==> config.mk <==
export PLATFORM = sky130hd
export DESIGN_NAME = sample_window_ctrl
export DESIGN_NICKNAME = d
export VERILOG_FILES = /design/src/hdl/noc_dir_pkg.sv /design/src/hdl/prof_stat_pkg.sv /design/src/hdl/sample_window_ctrl.sv
export VERILOG_INCLUDE_DIRS = /design/src /design/src/hdl
export SDC_FILE = /design/constraint.sdc
export NUM_CORES = 1
export LEC_CHECK = 0
export BUFFER_PORTS_ARGS = -buffer_cell sky130_fd_sc_hd__buf_2
export CORE_ASPECT_RATIO = 1.1
export CORE_MARGIN = 1
export CORE_UTILIZATION = 55
export CTS_CLUSTER_DIAMETER = 50
export DETAILED_ROUTE_END_ITERATION = 8
export PLACE_DENSITY = 0.79
export SETUP_SLACK_MARGIN = 0.15
export SYNTH_ARGS = -nofsm -noshare
export SYNTH_HDL_FRONTEND = slang
export SYNTH_SLANG_ARGS = --single-unit
==> constraint.sdc <==
create_clock -name clk_i -period 2.2 [get_ports clk_i]
set_input_delay 0.44 -clock clk_i [delete_from_list [all_inputs] [get_ports clk_i]]
set_output_delay 0.44 -clock clk_i [all_outputs]
set_load 0.01 [all_outputs]
==> src/hdl/router_prof_params.svh <==
// router profiler parameters: counter width, snapshot period and host register map
`ifndef ROUTER_PROF_PARAMS_SVH
`define ROUTER_PROF_PARAMS_SVH

// one bus word per counter
`define PROF_CNT_W 32

// cycles between periodic snapshots
`define PROF_PERIOD 64

// width of the snapshot sequence count
`define PROF_SNAP_CNT_W 16

// wishbone byte address width
`define PROF_ADDR_W 8

// register byte addresses
`define PROF_REG_CTRL     8'h00
`define PROF_REG_SNAP     8'h04
`define PROF_REG_STATUS   8'h08
`define PROF_REG_CNT_BASE 8'h40

// control register bit positions
`define PROF_CTRL_CNT_EN 0
`define PROF_CTRL_PER_EN 1
`define PROF_CTRL_CLEAR  2

`endif

==> src/hdl/noc_dir_pkg.sv <==
// mesh router direction package: port directions and request/grant matrix types
package noc_dir_pkg;

  // local port plus four mesh neighbours
  localparam int NUM_DIRS = 5;

  // bits needed to encode a direction
  localparam int DIR_W = $clog2(NUM_DIRS);

  // same order as the router's port numbering
  typedef enum logic [DIR_W-1:0] {
    P = 3'd0,
    W = 3'd1,
    E = 3'd2,
    N = 3'd3,
    S = 3'd4
  } dir_e;

  // one bit per input port
  typedef logic [NUM_DIRS-1:0] port_vec_t;

  // one bit per output direction
  typedef logic [NUM_DIRS-1:0] dir_vec_t;

  // indexed by output direction, each entry lists the inputs involved
  // used for both the request matrix and the yumi matrix
  typedef port_vec_t [NUM_DIRS-1:0] req_matrix_t;

endpackage

==> src/hdl/prof_stat_pkg.sv <==
// profiler statistics package: counter, event, control and register address types
`include "router_prof_params.svh"

package prof_stat_pkg;

  // one live or snapshot counter
  typedef logic [`PROF_CNT_W-1:0] cnt_t;

  // number of event classes per output direction
  localparam int NUM_KINDS = 4;
  localparam int KIND_W = $clog2(NUM_KINDS);

  // event class, also the kind field of a counter address
  typedef enum logic [KIND_W-1:0] {
    IDLE       = 2'd0,
    UTILIZED   = 2'd1,
    STALLED    = 2'd2,
    ARBITRATED = 2'd3
  } stat_kind_e;

  // per-cycle classification, one bit per output direction in each class
  typedef struct packed {
    noc_dir_pkg::dir_vec_t idle;
    noc_dir_pkg::dir_vec_t utilized;
    noc_dir_pkg::dir_vec_t stalled;
    noc_dir_pkg::dir_vec_t arbitrated;
  } link_event_s;

  // host control bundle, clear and snap_req are single-cycle pulses
  typedef struct packed {
    logic count_en;
    logic periodic_en;
    logic clear;
    logic snap_req;
  } prof_ctrl_s;

  // sequence number of snapshots taken
  typedef logic [`PROF_SNAP_CNT_W-1:0] snap_count_t;

  // wishbone byte address
  typedef logic [`PROF_ADDR_W-1:0] reg_addr_t;

  // full counter set, indexed [direction][kind]
  typedef cnt_t [noc_dir_pkg::NUM_DIRS-1:0][NUM_KINDS-1:0] snap_arr_t;

endpackage

==> src/hdl/sample_window_ctrl.sv <==
// sample window controller with period timer, snapshot strobe and snapshot sequence count
`include "router_prof_params.svh"

module sample_window_ctrl (
  input  logic                       clk_i,
  input  logic                       reset_i,
  input  logic                       periodic_en_i,
  input  logic                       snap_req_i,
  input  logic                       clear_i,
  output logic                       snap_o,
  output prof_stat_pkg::snap_count_t snap_count_o
);

  localparam int TMR_W = $clog2(`PROF_PERIOD + 1);
  localparam logic [TMR_W-1:0] RELOAD = TMR_W'(`PROF_PERIOD);

  // cycles left in the current window
  logic [TMR_W-1:0] timer_q;
  logic             expire;

  // last cycle of the window
  assign expire = periodic_en_i && (timer_q == TMR_W'(1));

  // held at reload while disabled, so counting restarts when periodic_en rises
  always_ff @(posedge clk_i) begin
    if (reset_i) begin
      timer_q <= RELOAD;
    end else if (clear_i) begin
      timer_q <= RELOAD;
    end else if (!periodic_en_i || expire) begin
      timer_q <= RELOAD;
    end else begin
      timer_q <= timer_q - 1'b1;
    end
  end

  // host request and expiry on the same edge merge into one pulse
  always_ff @(posedge clk_i) begin
    if (reset_i) begin
      snap_o <= 1'b0;
    end else if (clear_i) begin
      snap_o <= 1'b0;
    end else begin
      snap_o <= snap_req_i || expire;
    end
  end

  // one step per snapshot pulse
  always_ff @(posedge clk_i) begin
    if (reset_i) begin
      snap_count_o <= '0;
    end else if (clear_i) begin
      snap_count_o <= '0;
    end else if (snap_o) begin
      snap_count_o <= snap_count_o + 1'b1;
    end
  end

endmodule

==> impl_results.md <==
- Status: completed
- Ys async rst share: 0%
- CP Class: reg2reg
- Chip width: 45.36 um
- Number of flops mapped to enable cells by yosys: 0
- Initial Util: 61.09%
- Worst Path Required: 2.45 ns
- Post-Syn Instances: 123
- DIE HEIGHT: 49.70 um
- Hold_buf cts: 0
- First-pass GRT wire length: 3739 um
- YS warnings: 0
- Port bufs: 21
- Vias per inst: 5.826
- Count of placed standard cells including taps: 168
- Maximum buffer depth of the clock tree: 2
- Final period utilization: 74.80%
- Nets: 154
- Total number of H-tree levels: 1
- Commonest cells after routing, fill and taps aside: 24 x dfxtp_1, 21 x buf_2, 12 x nor2_1
- Die ar.: 2254 um2
- Fillers: 172
- Layout cells sized above 1: 22.07%
- Worst-path clk slew: 0.13 ns
- Drt pass-1 iters: 4
- Core area: 1862 um2
- Peak Freq: 607.7 MHz
- Drt first-iter violations: 18
- Residual DRC: 0
- Max VDD drop: 0.3834 mV
- MaxCap Viol Count: 0
- Slew Limit Fails: 0
- CTS Root Cell: clkbuf_4
- Final Power: 732.4 uW
- Slew margin rel.: 61.22%
- Mapped cell area: 1137 um2
- Post-CTS Repair Setup Buffers: 0
- Hold Path Class: in2reg
- Crit-path max FO: 15
- Clock Latency Late Sink: 0.31 ns
- Via count: 1002
- PD cells: 565.1 nW/um2
- Max Clock Skew: 0.008234 ns
- Top FF cell, synth: dfxtp_1
- Antenna cells: 0
- Crit Reg-Reg Startpoint: snap_count_o[3]
- DRT antenna net count: 0
- Worst slew pin tran: 0.5764 ns
- CTS tree: yes
- Avg WL per Cell: 13.08 um
- Leakage: 0.5082 nW
- Area Growth Syn to Fin: 13.97%
- Gr usage total: 22.03%
- Sum Neg Setup Slack: 0 ns
- Final HPWL DP: 1639 um
- Total gr overflow: 0
- Fin crit period: 1.646 ns
- Clk sinks: 24
- Sequential share of the synthesized area: 42.24%
- RSZ-0062 raised after global routing: false
- Resize count post-CTS: 0
- Critical Path Start Type: register
- Placement Cell Area: 1260 um2
- Initial antenna violation count: 0
- Largest net degree at the start of global routing: 16
- # rows: 16
- Mapped Nets: 131
- Final instance area: 1296 um2
- Crit end category: register
- TritonCTS buffer count: 3
- Vias in the first global route: 901
- Worst setup path startpoint: snap_count_o[3]
- Worst path arrival time: 1.89 ns
- Unique masters post-synth: 31
- Commonest non-fill, non-tap cell in the layout: dfxtp_1
- Routed WL: 2250 um
- IO Count: 22
- Endpoints failing setup: 0
- Syn avg cell area: 9.247 um2
- Hold violation total from the final report: 0
- Number of synthesized register bits: 24
- GP Congestion: 0.7565
- Non-Filler Instances: 172
- Min-delay src: snap_req_i
[worst paths after layout]
check	to	slack (ns)	depth (start not counted)
max reg2reg	snap_count_o[9]	0.55	3
max	snap_count_o[9]	0.55	3
min reg2reg	snap_count_o[15]	0.48	2
min	snap_o	0.34	3
[power by group]
| group | internal (mW) | switching [mW] |
|---|---|---|
| Combinational | 0.0260 | 0.0282 |
| Clock | 0.101 | 0.127 |
| Sequential | 0.442 | 0.00894 |
[stage by stage]
step | util (%) | hold WS [ns] | setup WS (ns)
finish | 69.62 | 0.3363 | 0.5545
global route | 69.62 | 0.3463 | 0.4514
CTS | 69.62 | 0.3307 | 0.5583
detailed placement | 67.67 | 0.4651 | 0.5616
global placement | 67.67 | 0.4611 | 0.5997
floorplan | - | 0.4484 | 0.8412
[area by class of cell]
cell class | instances | area [um2] | area share, %
Timing Repair Buffer | 21 | 105.1 | 8.108
Multi-Input combinational cell | 91 | 621.8 | 47.97
Sequential cell | 24 | 480.5 | 37.07
Inverter | 5 | 18.77 | 1.448
Clock buffer | 4 | 36.28 | 2.799
Tap cell | 27 | 33.78 | 2.606
[state kept, by name, indices dropped and copies added (netlist names)]
| register | cells |
|---|---|
| snap_o | 1 |
| snap_count_o | 16 |
| timer_q | 7 |
[per-layer routing]
layer	GRT usage, %	routed length, um	up-vias
li1	-	-	501
met1	26.77	959	466
met2	38.89	1149	30
met3	3.297	110	5
met4	6.061	30	0
met5	0	0	-
[cell usage after synthesis (2+ instances only)]
cell,number,area share [%]
nor4_1,3,1.7
nor2_1,12,4.0
ha_1,3,3.3
mux2i_1,6,5.3
o311ai_0,2,1.5
xnor2_1,4,3.1
o21ai_0,2,0.88
nand4_1,5,2.8
nor4_2,3,3.3
inv_1,5,1.7
o41ai_1,2,1.5
o31ai_1,3,2.0
or3_1,10,5.5
a21oi_1,6,2.6
xor2_1,3,2.3
nand2_1,11,3.6
nand3_1,3,1.3
or2_2,2,1.1
dfxtp_1,24,42
or4_1,3,2.0
[worst max-delay path: stages (launching register included)]
cell	delay, ns
dfxtp_1	0.45
nand4_2	0.37
or4_1	0.61
a21oi_1	0.15
[logic make-up after synthesis]
| family | count (synthesis) | synth area share [%] |
|---|---|---|
| and+or+nand+nor | 57 | 29.81 |
| DFF | 24 | 42.24 |
| AOI/OAI and AO/OA | 18 | 10.89 |
| buffers and inverters | 8 | 3.080 |
| xor gates and xnor gates | 7 | 5.391 |
| muxes | 6 | 5.281 |
| adders and majority gates | 3 | 3.301 |
No activity file was read; power rests on OpenSTA's default activity.
