==> config.mk <==
export PLATFORM = sky130hd
export DESIGN_NAME = link_stat_bank
export DESIGN_NICKNAME = d
export VERILOG_FILES = /design/src/hdl/noc_dir_pkg.sv /design/src/hdl/prof_stat_pkg.sv /design/src/hdl/link_stat_bank.sv
export VERILOG_INCLUDE_DIRS = /design/src /design/src/hdl
export SDC_FILE = /design/constraint.sdc
export NUM_CORES = 2
export LEC_CHECK = 0
export BUFFER_PORTS_ARGS = -buffer_cell sky130_fd_sc_hd__buf_2
export CAP_MARGIN = 5
export CELL_PAD_IN_SITES_DETAIL_PLACEMENT = 1
export CELL_PAD_IN_SITES_GLOBAL_PLACEMENT = 1
export CORE_ASPECT_RATIO = 1.2
export CORE_MARGIN = 10
export CORE_UTILIZATION = 48
export CTS_CLUSTER_DIAMETER = 30
export CTS_CLUSTER_SIZE = 20
export DETAILED_ROUTE_END_ITERATION = 16
export MAX_ROUTING_LAYER = met4
export PLACE_DENSITY = 0.94
export SKIP_LAST_GASP = 1
export SYNTH_ARGS = -nofsm -noshare
export SYNTH_HDL_FRONTEND = slang
export SYNTH_SLANG_ARGS = --single-unit
==> constraint.sdc <==
create_clock -name clk_i -period 4.4 [get_ports clk_i]
set_input_delay 0.88 -clock clk_i [delete_from_list [all_inputs] [get_ports clk_i]]
set_output_delay 0.88 -clock clk_i [all_outputs]
set_load 0.01 [all_outputs]
==> src/hdl/router_prof_params.svh <==
// router profiler parameters: counter width, snapshot period and host register map
`ifndef ROUTER_PROF_PARAMS_SVH
`define ROUTER_PROF_PARAMS_SVH

// one bus word per counter
`define PROF_CNT_W 32

// cycles between periodic snapshots
`define PROF_PERIOD 64

// width of the snapshot sequence count
`define PROF_SNAP_CNT_W 16

// wishbone byte address width
`define PROF_ADDR_W 8

// register byte addresses
`define PROF_REG_CTRL     8'h00
`define PROF_REG_SNAP     8'h04
`define PROF_REG_STATUS   8'h08
`define PROF_REG_CNT_BASE 8'h40

// control register bit positions
`define PROF_CTRL_CNT_EN 0
`define PROF_CTRL_PER_EN 1
`define PROF_CTRL_CLEAR  2

`endif

==> src/hdl/noc_dir_pkg.sv <==
// mesh router direction package: port directions and request/grant matrix types
package noc_dir_pkg;

  // local port plus four mesh neighbours
  localparam int NUM_DIRS = 5;

  // bits needed to encode a direction
  localparam int DIR_W = $clog2(NUM_DIRS);

  // same order as the router's port numbering
  typedef enum logic [DIR_W-1:0] {
    P = 3'd0,
    W = 3'd1,
    E = 3'd2,
    N = 3'd3,
    S = 3'd4
  } dir_e;

  // one bit per input port
  typedef logic [NUM_DIRS-1:0] port_vec_t;

  // one bit per output direction
  typedef logic [NUM_DIRS-1:0] dir_vec_t;

  // indexed by output direction, each entry lists the inputs involved
  // used for both the request matrix and the yumi matrix
  typedef port_vec_t [NUM_DIRS-1:0] req_matrix_t;

endpackage

==> src/hdl/prof_stat_pkg.sv <==
// profiler statistics package: counter, event, control and register address types
`include "router_prof_params.svh"

package prof_stat_pkg;

  // one live or snapshot counter
  typedef logic [`PROF_CNT_W-1:0] cnt_t;

  // number of event classes per output direction
  localparam int NUM_KINDS = 4;
  localparam int KIND_W = $clog2(NUM_KINDS);

  // event class, also the kind field of a counter address
  typedef enum logic [KIND_W-1:0] {
    IDLE       = 2'd0,
    UTILIZED   = 2'd1,
    STALLED    = 2'd2,
    ARBITRATED = 2'd3
  } stat_kind_e;

  // per-cycle classification, one bit per output direction in each class
  typedef struct packed {
    noc_dir_pkg::dir_vec_t idle;
    noc_dir_pkg::dir_vec_t utilized;
    noc_dir_pkg::dir_vec_t stalled;
    noc_dir_pkg::dir_vec_t arbitrated;
  } link_event_s;

  // host control bundle, clear and snap_req are single-cycle pulses
  typedef struct packed {
    logic count_en;
    logic periodic_en;
    logic clear;
    logic snap_req;
  } prof_ctrl_s;

  // sequence number of snapshots taken
  typedef logic [`PROF_SNAP_CNT_W-1:0] snap_count_t;

  // wishbone byte address
  typedef logic [`PROF_ADDR_W-1:0] reg_addr_t;

  // full counter set, indexed [direction][kind]
  typedef cnt_t [noc_dir_pkg::NUM_DIRS-1:0][NUM_KINDS-1:0] snap_arr_t;

endpackage

==> src/hdl/link_stat_bank.sv <==
// link statistics bank: live event counters and their snapshot copies per direction and class
module link_stat_bank (
  input  logic                       clk_i,
  input  logic                       reset_i,
  input  prof_stat_pkg::link_event_s event_i,
  input  logic                       count_en_i,
  input  logic                       clear_i,
  input  logic                       snap_i,
  output prof_stat_pkg::snap_arr_t   snap_cnt_o
);

  // event bits rearranged as [direction][kind]
  logic [noc_dir_pkg::NUM_DIRS-1:0][prof_stat_pkg::NUM_KINDS-1:0] hit;

  prof_stat_pkg::snap_arr_t live_q;
  prof_stat_pkg::snap_arr_t live_n;
  prof_stat_pkg::snap_arr_t snap_q;

  always_comb begin
    for (int d = 0; d < noc_dir_pkg::NUM_DIRS; d++) begin
      hit[d][prof_stat_pkg::IDLE]       = event_i.idle[d];
      hit[d][prof_stat_pkg::UTILIZED]   = event_i.utilized[d];
      hit[d][prof_stat_pkg::STALLED]    = event_i.stalled[d];
      hit[d][prof_stat_pkg::ARBITRATED] = event_i.arbitrated[d];
    end
  end

  // next live values, wrapping at the counter width
  always_comb begin
    live_n = live_q;
    if (count_en_i) begin
      for (int d = 0; d < noc_dir_pkg::NUM_DIRS; d++) begin
        for (int k = 0; k < prof_stat_pkg::NUM_KINDS; k++) begin
          live_n[d][k] = live_q[d][k] + prof_stat_pkg::cnt_t'(hit[d][k]);
        end
      end
    end
  end

  always_ff @(posedge clk_i) begin
    if (reset_i) begin
      live_q <= '0;
    end else if (clear_i) begin
      live_q <= '0;
    end else begin
      live_q <= live_n;
    end
  end

  // whole set copied on one edge
  // host always reads counters from the same cycle
  always_ff @(posedge clk_i) begin
    if (reset_i) begin
      snap_q <= '0;
    end else if (clear_i) begin
      snap_q <= '0;
    end else if (snap_i) begin
      snap_q <= live_q;
    end
  end

  assign snap_cnt_o = snap_q;

endmodule

==> summary.md <==
| Metric | Value |
|---|---|
| Post-CTS Setup Inserts | 0 |
| Avg Inst Size Synth | 9.49 sq um |
| Cts bufs inserted | 215 |
| Final Hold Fails | 0 |
| Final Skew | 0.0649 ns |
| Synthesized area | 0.0511 sq mm |
| Synth area leader | dfxtp_1 |
| Slew @ Worst Pin | 1.14 ns |
| Synth Area in XOR/XNOR | 9.17% |
| Post-Synth Simple-Gate Area | 22.4% |
| Compound-gate portion of the synthesized area | 1.10% |
| Seq cells post-synth | 1,280 |
| Adder and majority cell fraction of the synthesized area | 1.32% |
| Crit Path Max Fanout | 42 |
| DP HPWL | 123,000 microns |
| Critical Path AT | 4.30 ns |
| Mux share of post-synthesis cell area | 13.4% |
| # H-tree levels | 4 |
| Final setup violation count | 0 |
| Final min period | 3.64 ns |
| Chip Height | 377 microns |
| Port Buf Inserts | 664 |
| DRT Wirelength | 237,000 microns |
| Row count | 131 |
| Maximum number of pins on one net before global-route repair | 122 |
| Pwr Total | 30.8 mW |
| Post-CTS Hold Buffers | 0 |
| Post-Syn Nets | 5,467 |
| Core area | 0.106 sq mm |
| Max frequency | 275 MHz |
| Most common flop cell mapped by yosys | dfxtp_1 |
| Gr ovfl total | 0 |
| Resized Gates After CTS | 0 |
| DR vias/cell | 6.29 |
| Register area share after synthesis | 50.1% |
| TritonCTS clock tree | yes |
| Synth top area cells | dfxtp_1, mux2i_1, nor2_1 |
| YS warnings | 0 |
| Area grow syn2layout | 24.8% |
| Slew Viols, Final | 0 |
| Worst slew margin | 24.0% |
| Post-Syn Instances | 5,388 |
| Status | complete, no violations |
| FFs w/ async S/R, synth | 0% |
| Max IR drop VDD | 0.440 mV |
| Most frequent cells in the layout | dfxtp_1, nor2_1, mux2i_1, buf_2, xor2_1 |
| Drt wl/cell | 31.0 microns |
| RSZ-0062 raised after global routing | false |
| Die area | 0.120 sq mm |
| Initial DRC count | 5,544 |
| Final net count | 6,132 |
| Largest family of logic cells by synthesized area | simple AND/OR/NAND/NOR gates |
| Vias in the first global route | 52,000 |
| Reg clk slew, reported paths | 0.06 ns |
| Drt drc | 0 |
| Most common cell after layout, fill and taps aside | dfxtp_1 |
| Synth unique cells | 49 |
| Worst hold path type | in2reg |
| Max Cap Viol | 0 |
| Fraction of layout instances using a drive strength above 1 | 18.6% |
| Fin crit share | 82.8% |
| Drt pass-1 iters | 8 |
| I/O pin count | 665 |
| Starting Density | 48.2% |
| Via count | 48,200 |
| Setup TNS | 0 ns |
| First-pass GRT wire length | 342,000 microns |
| Initial antenna violation count | 18 |
| Startpoint types | input pin |
| GRT Util Overall | 37.5% |
| Worst-Skew Late Latency | 0.84 ns |
| Die W | 318 microns |
| Clock root cell | clkbuf_16 |
| Pleak | 26.3 nW |
| Number of synthesized flops with an enable pin | 0 |
| Clock Sinks | 1,280 |
| Clock Tree Buf Depth | 3 |
| Nature of the critical path endpoint | register |
| Synth top area share | 50.1% |
| P per Cell Area | 482 mW/mm^2 |
| Gpl congestion | 0.867 |
| Final ANT Viol Nets | 0 |
| WP data required | 5.06 ns |
| Fillers | 11,400 |
| CP Class | in2reg |
| Hold slack | 0.459 ns |
logic make-up after synthesis:
| logic type | Yosys count |
|---|---|
| compound gates | 107 |
| xor+xnor | 535 |
| fa+ha+maj | 54 |
| buf+inv | 328 |
| flops | 1280 |
| mux | 684 |
| simple gates | 2400 |
synthesized netlist by cell type (all sizes together) (2+ instances only):
master,instances
nor3b,4
or2,5
xor2,337
and3,73
nand3,228
nand4,229
o21ai,48
mux2i,684
o211ai,4
nor4b,5
nand4b,3
nor2,1280
nor4,82
and4,64
inv,56
or4,11
ha,54
and2,26
buf,30
nor3,106
nand2,220
or3,60
clkbuf,242
dfxtp,1280
xnor2,198
o31ai,2
a21oi,50
layer usage:
metal | GRT usage (%) | routed length, microns
met5 | - | 0
met4 | 27.7 | 21000
met3 | 9.97 | 19900
met2 | 63.2 | 116000
met1 | 37.4 | 80500
worst paths after layout:
| check | start | to | slack (ns) | cells past startpoint |
|---|---|---|---|---|
| hold / removal | event_i[4] | live_q[608] | 0.46 | 4 |
| hold reg to reg | snap_cnt_o[527] | snap_cnt_o[527] | 0.49 | 2 |
| setup reg to reg | live_q[451] | live_q[477] | 1.11 | 5 |
| setup / recovery | count_en_i | live_q[477] | 0.76 | 7 |
per-stage QoR:
step                      worst slack (ns)  instance area, sq um  instances  util [%]
after CTS                             1.64                 63700       7635      60.1
after global placement                1.30                 55900       7232      52.7
after global routing                 0.832                 63800       7655      60.1
after detailed placement             0.968                 55900       7232      52.7
final                                0.758                 63800       7657      60.1
after floorplan                       1.87                 51100       5388         -
area by class of cell:
type | count | area (sq um) | area share, %
diodes | 22 | 55.1 | 0.0863
clock buffers | 267 | 5910 | 9.26
clock inverters | 136 | 1920 | 3.00
inverters | 56 | 210 | 0.330
multi-input cells | 3780 | 24200 | 38.0
flip-flops and latches | 1280 | 25600 | 40.2
well taps | 1396 | 1750 | 2.74
repair buffers | 720 | 4090 | 6.41
worst max-delay path: stages:
cell	delay, ns
buf_6	0.43
buf_4	0.35
nand3_1	0.30
nor4_1	0.96
nand4_1	0.29
xor2_1	0.89
nor2_1	0.17
report_power, final:
part / internal [mW] / switching, mW
clock network: 11.5 / 6.99
registers: 11.6 / 0.0138
logic: 0.216 / 0.461
total: 23.3 / 7.46
sequential cells by signal (all words and copies together) (netlist names):
register and flops:
snap_cnt_o 640, live_q 640
(Power assumes the default switching activity.)
