### src/hdl/router_prof_params.svh
// router profiler parameters: counter width, snapshot period and host register map
`ifndef ROUTER_PROF_PARAMS_SVH
`define ROUTER_PROF_PARAMS_SVH

// one bus word per counter
`define PROF_CNT_W 32

// cycles between periodic snapshots
`define PROF_PERIOD 64

// width of the snapshot sequence count
`define PROF_SNAP_CNT_W 16

// wishbone byte address width
`define PROF_ADDR_W 8

// register byte addresses
`define PROF_REG_CTRL     8'h00
`define PROF_REG_SNAP     8'h04
`define PROF_REG_STATUS   8'h08
`define PROF_REG_CNT_BASE 8'h40

// control register bit positions
`define PROF_CTRL_CNT_EN 0
`define PROF_CTRL_PER_EN 1
`define PROF_CTRL_CLEAR  2

`endif

### src/hdl/noc_dir_pkg.sv
// mesh router direction package: port directions and request/grant matrix types
package noc_dir_pkg;

  // local port plus four mesh neighbours
  localparam int NUM_DIRS = 5;

  // bits needed to encode a direction
  localparam int DIR_W = $clog2(NUM_DIRS);

  // same order as the router's port numbering
  typedef enum logic [DIR_W-1:0] {
    P = 3'd0,
    W = 3'd1,
    E = 3'd2,
    N = 3'd3,
    S = 3'd4
  } dir_e;

  // one bit per input port
  typedef logic [NUM_DIRS-1:0] port_vec_t;

  // one bit per output direction
  typedef logic [NUM_DIRS-1:0] dir_vec_t;

  // indexed by output direction, each entry lists the inputs involved
  // used for both the request matrix and the yumi matrix
  typedef port_vec_t [NUM_DIRS-1:0] req_matrix_t;

endpackage

### src/hdl/prof_stat_pkg.sv
// profiler statistics package: counter, event, control and register address types
`include "router_prof_params.svh"

package prof_stat_pkg;

  // one live or snapshot counter
  typedef logic [`PROF_CNT_W-1:0] cnt_t;

  // number of event classes per output direction
  localparam int NUM_KINDS = 4;
  localparam int KIND_W = $clog2(NUM_KINDS);

  // event class, also the kind field of a counter address
  typedef enum logic [KIND_W-1:0] {
    IDLE       = 2'd0,
    UTILIZED   = 2'd1,
    STALLED    = 2'd2,
    ARBITRATED = 2'd3
  } stat_kind_e;

  // per-cycle classification, one bit per output direction in each class
  typedef struct packed {
    noc_dir_pkg::dir_vec_t idle;
    noc_dir_pkg::dir_vec_t utilized;
    noc_dir_pkg::dir_vec_t stalled;
    noc_dir_pkg::dir_vec_t arbitrated;
  } link_event_s;

  // host control bundle, clear and snap_req are single-cycle pulses
  typedef struct packed {
    logic count_en;
    logic periodic_en;
    logic clear;
    logic snap_req;
  } prof_ctrl_s;

  // sequence number of snapshots taken
  typedef logic [`PROF_SNAP_CNT_W-1:0] snap_count_t;

  // wishbone byte address
  typedef logic [`PROF_ADDR_W-1:0] reg_addr_t;

  // full counter set, indexed [direction][kind]
  typedef cnt_t [noc_dir_pkg::NUM_DIRS-1:0][NUM_KINDS-1:0] snap_arr_t;

endpackage

### src/hdl/prof_wb_slave.sv
// profiler wishbone classic slave: control register, snapshot command and counter readout
`include "router_prof_params.svh"

module prof_wb_slave (
  input  logic                       clk_i,
  input  logic                       reset_i,
  input  logic                       wb_cyc_i,
  input  logic                       wb_stb_i,
  input  logic                       wb_we_i,
  input  prof_stat_pkg::reg_addr_t   wb_adr_i,
  input  prof_stat_pkg::cnt_t        wb_dat_i,
  output prof_stat_pkg::cnt_t        wb_dat_o,
  output logic                       wb_ack_o,
  input  prof_stat_pkg::snap_arr_t   snap_cnt_i,
  input  prof_stat_pkg::snap_count_t snap_count_i,
  output prof_stat_pkg::prof_ctrl_s  ctrl_o
);

  // strobe already answered, cleared once stb or cyc drops
  logic served_q;
  logic access;
  logic wr_ctrl;
  logic wr_snap;

  prof_stat_pkg::reg_addr_t   cnt_off;
  logic                       cnt_hit;
  noc_dir_pkg::dir_e          rd_dir;
  prof_stat_pkg::stat_kind_e  rd_kind;
  prof_stat_pkg::cnt_t        rd_data;

  assign access  = wb_cyc_i && wb_stb_i && !served_q;
  assign wr_ctrl = access && wb_we_i && (wb_adr_i == `PROF_REG_CTRL);
  assign wr_snap = access && wb_we_i && (wb_adr_i == `PROF_REG_SNAP);

  // counter window: 16 bytes per direction, one word per kind
  assign cnt_off = wb_adr_i - `PROF_REG_CNT_BASE;
  assign cnt_hit = (wb_adr_i >= `PROF_REG_CNT_BASE)
                && (cnt_off[`PROF_ADDR_W-1:4] < noc_dir_pkg::NUM_DIRS)
                && (cnt_off[1:0] == 2'b00);

  always_comb begin
    rd_dir  = noc_dir_pkg::P;
    rd_kind = prof_stat_pkg::IDLE;
    if (cnt_hit) begin
      rd_dir  = noc_dir_pkg::dir_e'(cnt_off[4 +: noc_dir_pkg::DIR_W]);
      rd_kind = prof_stat_pkg::stat_kind_e'(cnt_off[2 +: prof_stat_pkg::KIND_W]);
    end
  end

  // unmapped addresses read as zero
  always_comb begin
    rd_data = '0;
    if (wb_adr_i == `PROF_REG_CTRL) begin
      rd_data = prof_stat_pkg::cnt_t'({ctrl_o.periodic_en, ctrl_o.count_en});
    end else if (wb_adr_i == `PROF_REG_STATUS) begin
      rd_data = prof_stat_pkg::cnt_t'(snap_count_i);
    end else if (cnt_hit) begin
      rd_data = snap_cnt_i[rd_dir][rd_kind];
    end
  end

  always_ff @(posedge clk_i) begin
    if (reset_i) begin
      wb_ack_o <= 1'b0;
      served_q <= 1'b0;
      ctrl_o   <= '0;
    end else begin
      wb_ack_o        <= access;
      served_q        <= wb_cyc_i && wb_stb_i && (served_q || access);
      ctrl_o.clear    <= wr_ctrl && wb_dat_i[`PROF_CTRL_CLEAR];
      ctrl_o.snap_req <= wr_snap;
      if (wr_ctrl) begin
        ctrl_o.count_en    <= wb_dat_i[`PROF_CTRL_CNT_EN];
        ctrl_o.periodic_en <= wb_dat_i[`PROF_CTRL_PER_EN];
      end
    end
  end

  // read data lines up with ack
  always_ff @(posedge clk_i) begin
    if (access) begin
      wb_dat_o <= rd_data;
    end
  end

endmodule

### config.mk
export PLATFORM = sky130hd
export DESIGN_NAME = prof_wb_slave
export DESIGN_NICKNAME = d
export VERILOG_FILES = /design/src/hdl/noc_dir_pkg.sv /design/src/hdl/prof_stat_pkg.sv /design/src/hdl/prof_wb_slave.sv
export VERILOG_INCLUDE_DIRS = /design/src /design/src/hdl
export SDC_FILE = /design/constraint.sdc
export NUM_CORES = 1
export LEC_CHECK = 0
export BUFFER_PORTS_ARGS = -buffer_cell sky130_fd_sc_hd__buf_2
export CELL_PAD_IN_SITES_DETAIL_PLACEMENT = 0
export CELL_PAD_IN_SITES_GLOBAL_PLACEMENT = 1
export CORE_AREA = 2 2 288 290
export DETAILED_ROUTE_END_ITERATION = 8
export DIE_AREA = 0 0 290 292
export GPL_TIMING_DRIVEN = 0
export MAX_ROUTING_LAYER = met4
export PLACE_DENSITY = 0.36
export SLEW_MARGIN = 20
export SYNTH_ARGS = -nofsm -noshare
export SYNTH_HDL_FRONTEND = slang
export SYNTH_SLANG_ARGS = --single-unit
### constraint.sdc
create_clock -name clk_i -period 3.8 [get_ports clk_i]
set_input_delay 0.38 -clock clk_i [delete_from_list [all_inputs] [get_ports clk_i]]
set_output_delay 0.38 -clock clk_i [all_outputs]
set_load 0.01 [all_outputs]
==> impl_metrics.toml <==
[sta]
fin_ws_ns = 0.0828
rsz0062_at_grt = "true"
finalCriticalPeriod_ns = 3.72
drv_slew = 0
worst_pin_slew_ns = 1.20
maxSlewHeadroom_pct = 20.3
finalSetupTns_ns = 0
finalHoldViolCount = 0
timing.hold.ws_ns = 0.283
setup_violations = 0
fmax_ghz = 0.269
finalClockSkew_ns = 0.0125
period_share_pct = 97.8

[routing]
vias_per_cell = 4.13
drc = 0
routedWlPerCell_microns = 30.8
drt_wl_total_mm = 80.8
vias = 10826
ant_nets = 0
drt_iter0_markers = 531
drt_first_pass_iters = 5

[synthesis]
yosys_warnings = 0
postSynthAreaPerCell_sq_um = 8.34
syn_inst = 815
synth.distinct_cells = 54
ys_ff_latch = 38
yosysSeqAreaShare_pct = 15.9
synth_nets = 1518
ys.flop_type = "edfxtp_1"
syn-cell-area_sq_mm = 0.00680
synth_edf_count = 32
async_flop_share_pct = 0

[clock_network]
cts_tree = "built"
clockRootBuffer = "clkbuf_16"
ctsLongestPathBuffers = 2
path_clk_slew_ns = 0.08
insertion_delay_ns = 0.33
holdBufCountCts = 0
ctsHtreeMaxLevel = 2
clock_sinks = 38
cts_made_buffers = 5

[power_and_ir_drop]
total_power_mw = 2.00
p_per_area_mw_per_mm2 = 165
ir_worst_vdd_v = 0.000143
p_leak_nw = 5.51

[final_layout]
final_nets = 2236
fin_cells = 2624
final_area_sq_mm = 0.0122
final_cell_mix = "buf_2 (722), nand2_1 (111), mux2i_1 (75)"
drive_above_1_share_pct = 56.4
area_delta_synth_final_pct = 79.0
final_util_pct = 14.9
final_common_cell = "buf_2"

[critical_path]
path_class = "input pin to register"
endpoint_kind = "register"
r2r-start = "ctrl_o[2]$_SDFFE_PP0P_"
crit_required_ns = 3.87
r2r_setup_slack_ns = 2.19
startpoint_type = "input pin"
worstPathCellList = "buf_2 -> clkinvlp_4 -> ha_1 -> nor4b_2 -> buf_4 -> nand2_1 -> a21oi_2 -> buf_2 -> o22ai_1 -> a21oi_1 -> a21oi_2"
rr_worst_depth = 5
slowest_stage = "a21oi_2"
reg2reg_to = "wb_dat_o[1]$_DFFE_PP_"
cp_slowest_stage_delay_ns = 0.47
path_max_fanout = 12
critPathArrivalTime_ns = 3.79

[floorplan]
start_util_pct = 8.33
core_sq_mm = 0.0816
die-area_sq_mm = 0.0847
die_h_microns = 292
num_rows = 105
die_w_microns = 290
top_level_ports = 738

[grt]
grt_pass1_wl_mm = 105
grt_max_degree = 17
grt-ovfl-total = 0
grtUsageTotal_pct = 18.9
grt_pass1_vias = 11694
antenna_found_initial = 33

[place]
io_buffers = 705
dp.cells = 2594
dpl_cell_area_sq_mm = 0.0118
dpl_worst_slack_ns = -1.69
hpwl_mm = 70.1
routabilityCongestion = 0.910

[job]
max-cap-violations = 0

[hold_path]
hold_end = "served_q$_SDFF_PP0_"
holdPathStages = 2
hp-class = "input pin to register"
hold_start = "reset_i"

[status]
status = "finished, final reports clean"
## timing repair
| action | 4_1_cts | 5_1_grt |
|---|---|---|
| endpoints found under the setup margin | 32 | 16 |
| resized for setup | 50 | 11 |
| setup buffers | 1 | 2 |
| pin swaps | 0 | 1 |
## power breakdown
group	switching (mW)	internal [mW]
sequential	0.00231	0.460
clock	0.255	0.264
combinational	0.550	0.473
## worst max-delay path: cells and delay by family
kind                     cells  cell delay [ns]
adder cells (fa/ha/maj)      1             0.29
AND/OR/NAND/NOR              2             0.73
AO/OA/AOI/OAI                4             1.12
buffers and inverters        4             1.23
## layer usage
layer  wire [microns]  track usage, %  vias up
li1                 -               -     4804
met5                0               -        -
met3             4580            3.58       67
met4             1420            3.51        0
met2            41400            34.0      577
met1            33400            22.0     5378
## area by class of cell
class	instances	area (sq um)
clock buffer	7	143
sequential	38	1080
tap	1070	1340
inverter	4	18.8
fill	9505	69400
timing repair buffer	712	3620
buffer	92	499
clock inverter	1	5.00
antenna	20	50.0
multi-input combinational	680	5410
## flip-flops by register name, summed over array words and instances, names as in the netlist
name / count
ctrl_o: 4
served_q: 1
wb_dat_o: 32
wb_ack_o: 1
## cell usage after synthesis (6+ instances only)
library cell	number	area [sq um]
buf_2	18	90.1
o2111ai_1	13	114
a22o_1	12	105
o22ai_1	19	119
mux4_2	47	1060
edfxtp_1	32	961
and3_1	16	100
dfxtp_1	6	120
nand3_1	37	185
a22oi_1	16	120
nand2_1	111	417
a221oi_1	76	666
a211oi_1	15	113
a21oi_1	42	210
nor3_1	19	95.1
clkbuf_1	64	240
a31oi_1	34	213
o21ai_0	32	160
mux2_2	13	146
nor2_1	41	154
o22a_1	25	219
mux2i_1	75	751
## worst max path at each step
stage | to | slack [ns] | start
after floorplan | wb_dat_o[10]$_SDFFCE_PP0P_ | 0.70 | wb_adr_i[6]
after global placement | wb_dat_o[26]$_SDFFCE_PP0P_ | -2.05 | wb_adr_i[6]
after detailed placement | wb_dat_o[24]$_SDFFCE_PP0P_ | -1.69 | wb_adr_i[6]
after CTS | wb_dat_o[24]$_SDFFCE_PP0P_ | 0.007 | wb_adr_i[6]
after global routing | wb_dat_o[0]$_DFFE_PP_ | -0.07 | wb_adr_i[6]
final | wb_dat_o[0]$_DFFE_PP_ | 0.08 | wb_adr_i[6]
## cells by family (layout without fill, tap and decap cells)
family | after synthesis | in the layout | synth area share, %
compound gates | 300 | 300 | 31.9
simple gates | 243 | 243 | 16.3
mux | 135 | 135 | 28.8
buf+inv | 97 | 816 | 6.72
flops | 38 | 38 | 15.9
fa+ha+maj | 2 | 2 | 0.368
other cells | 0 | 20 | 0
(Power assumes the default switching activity.)
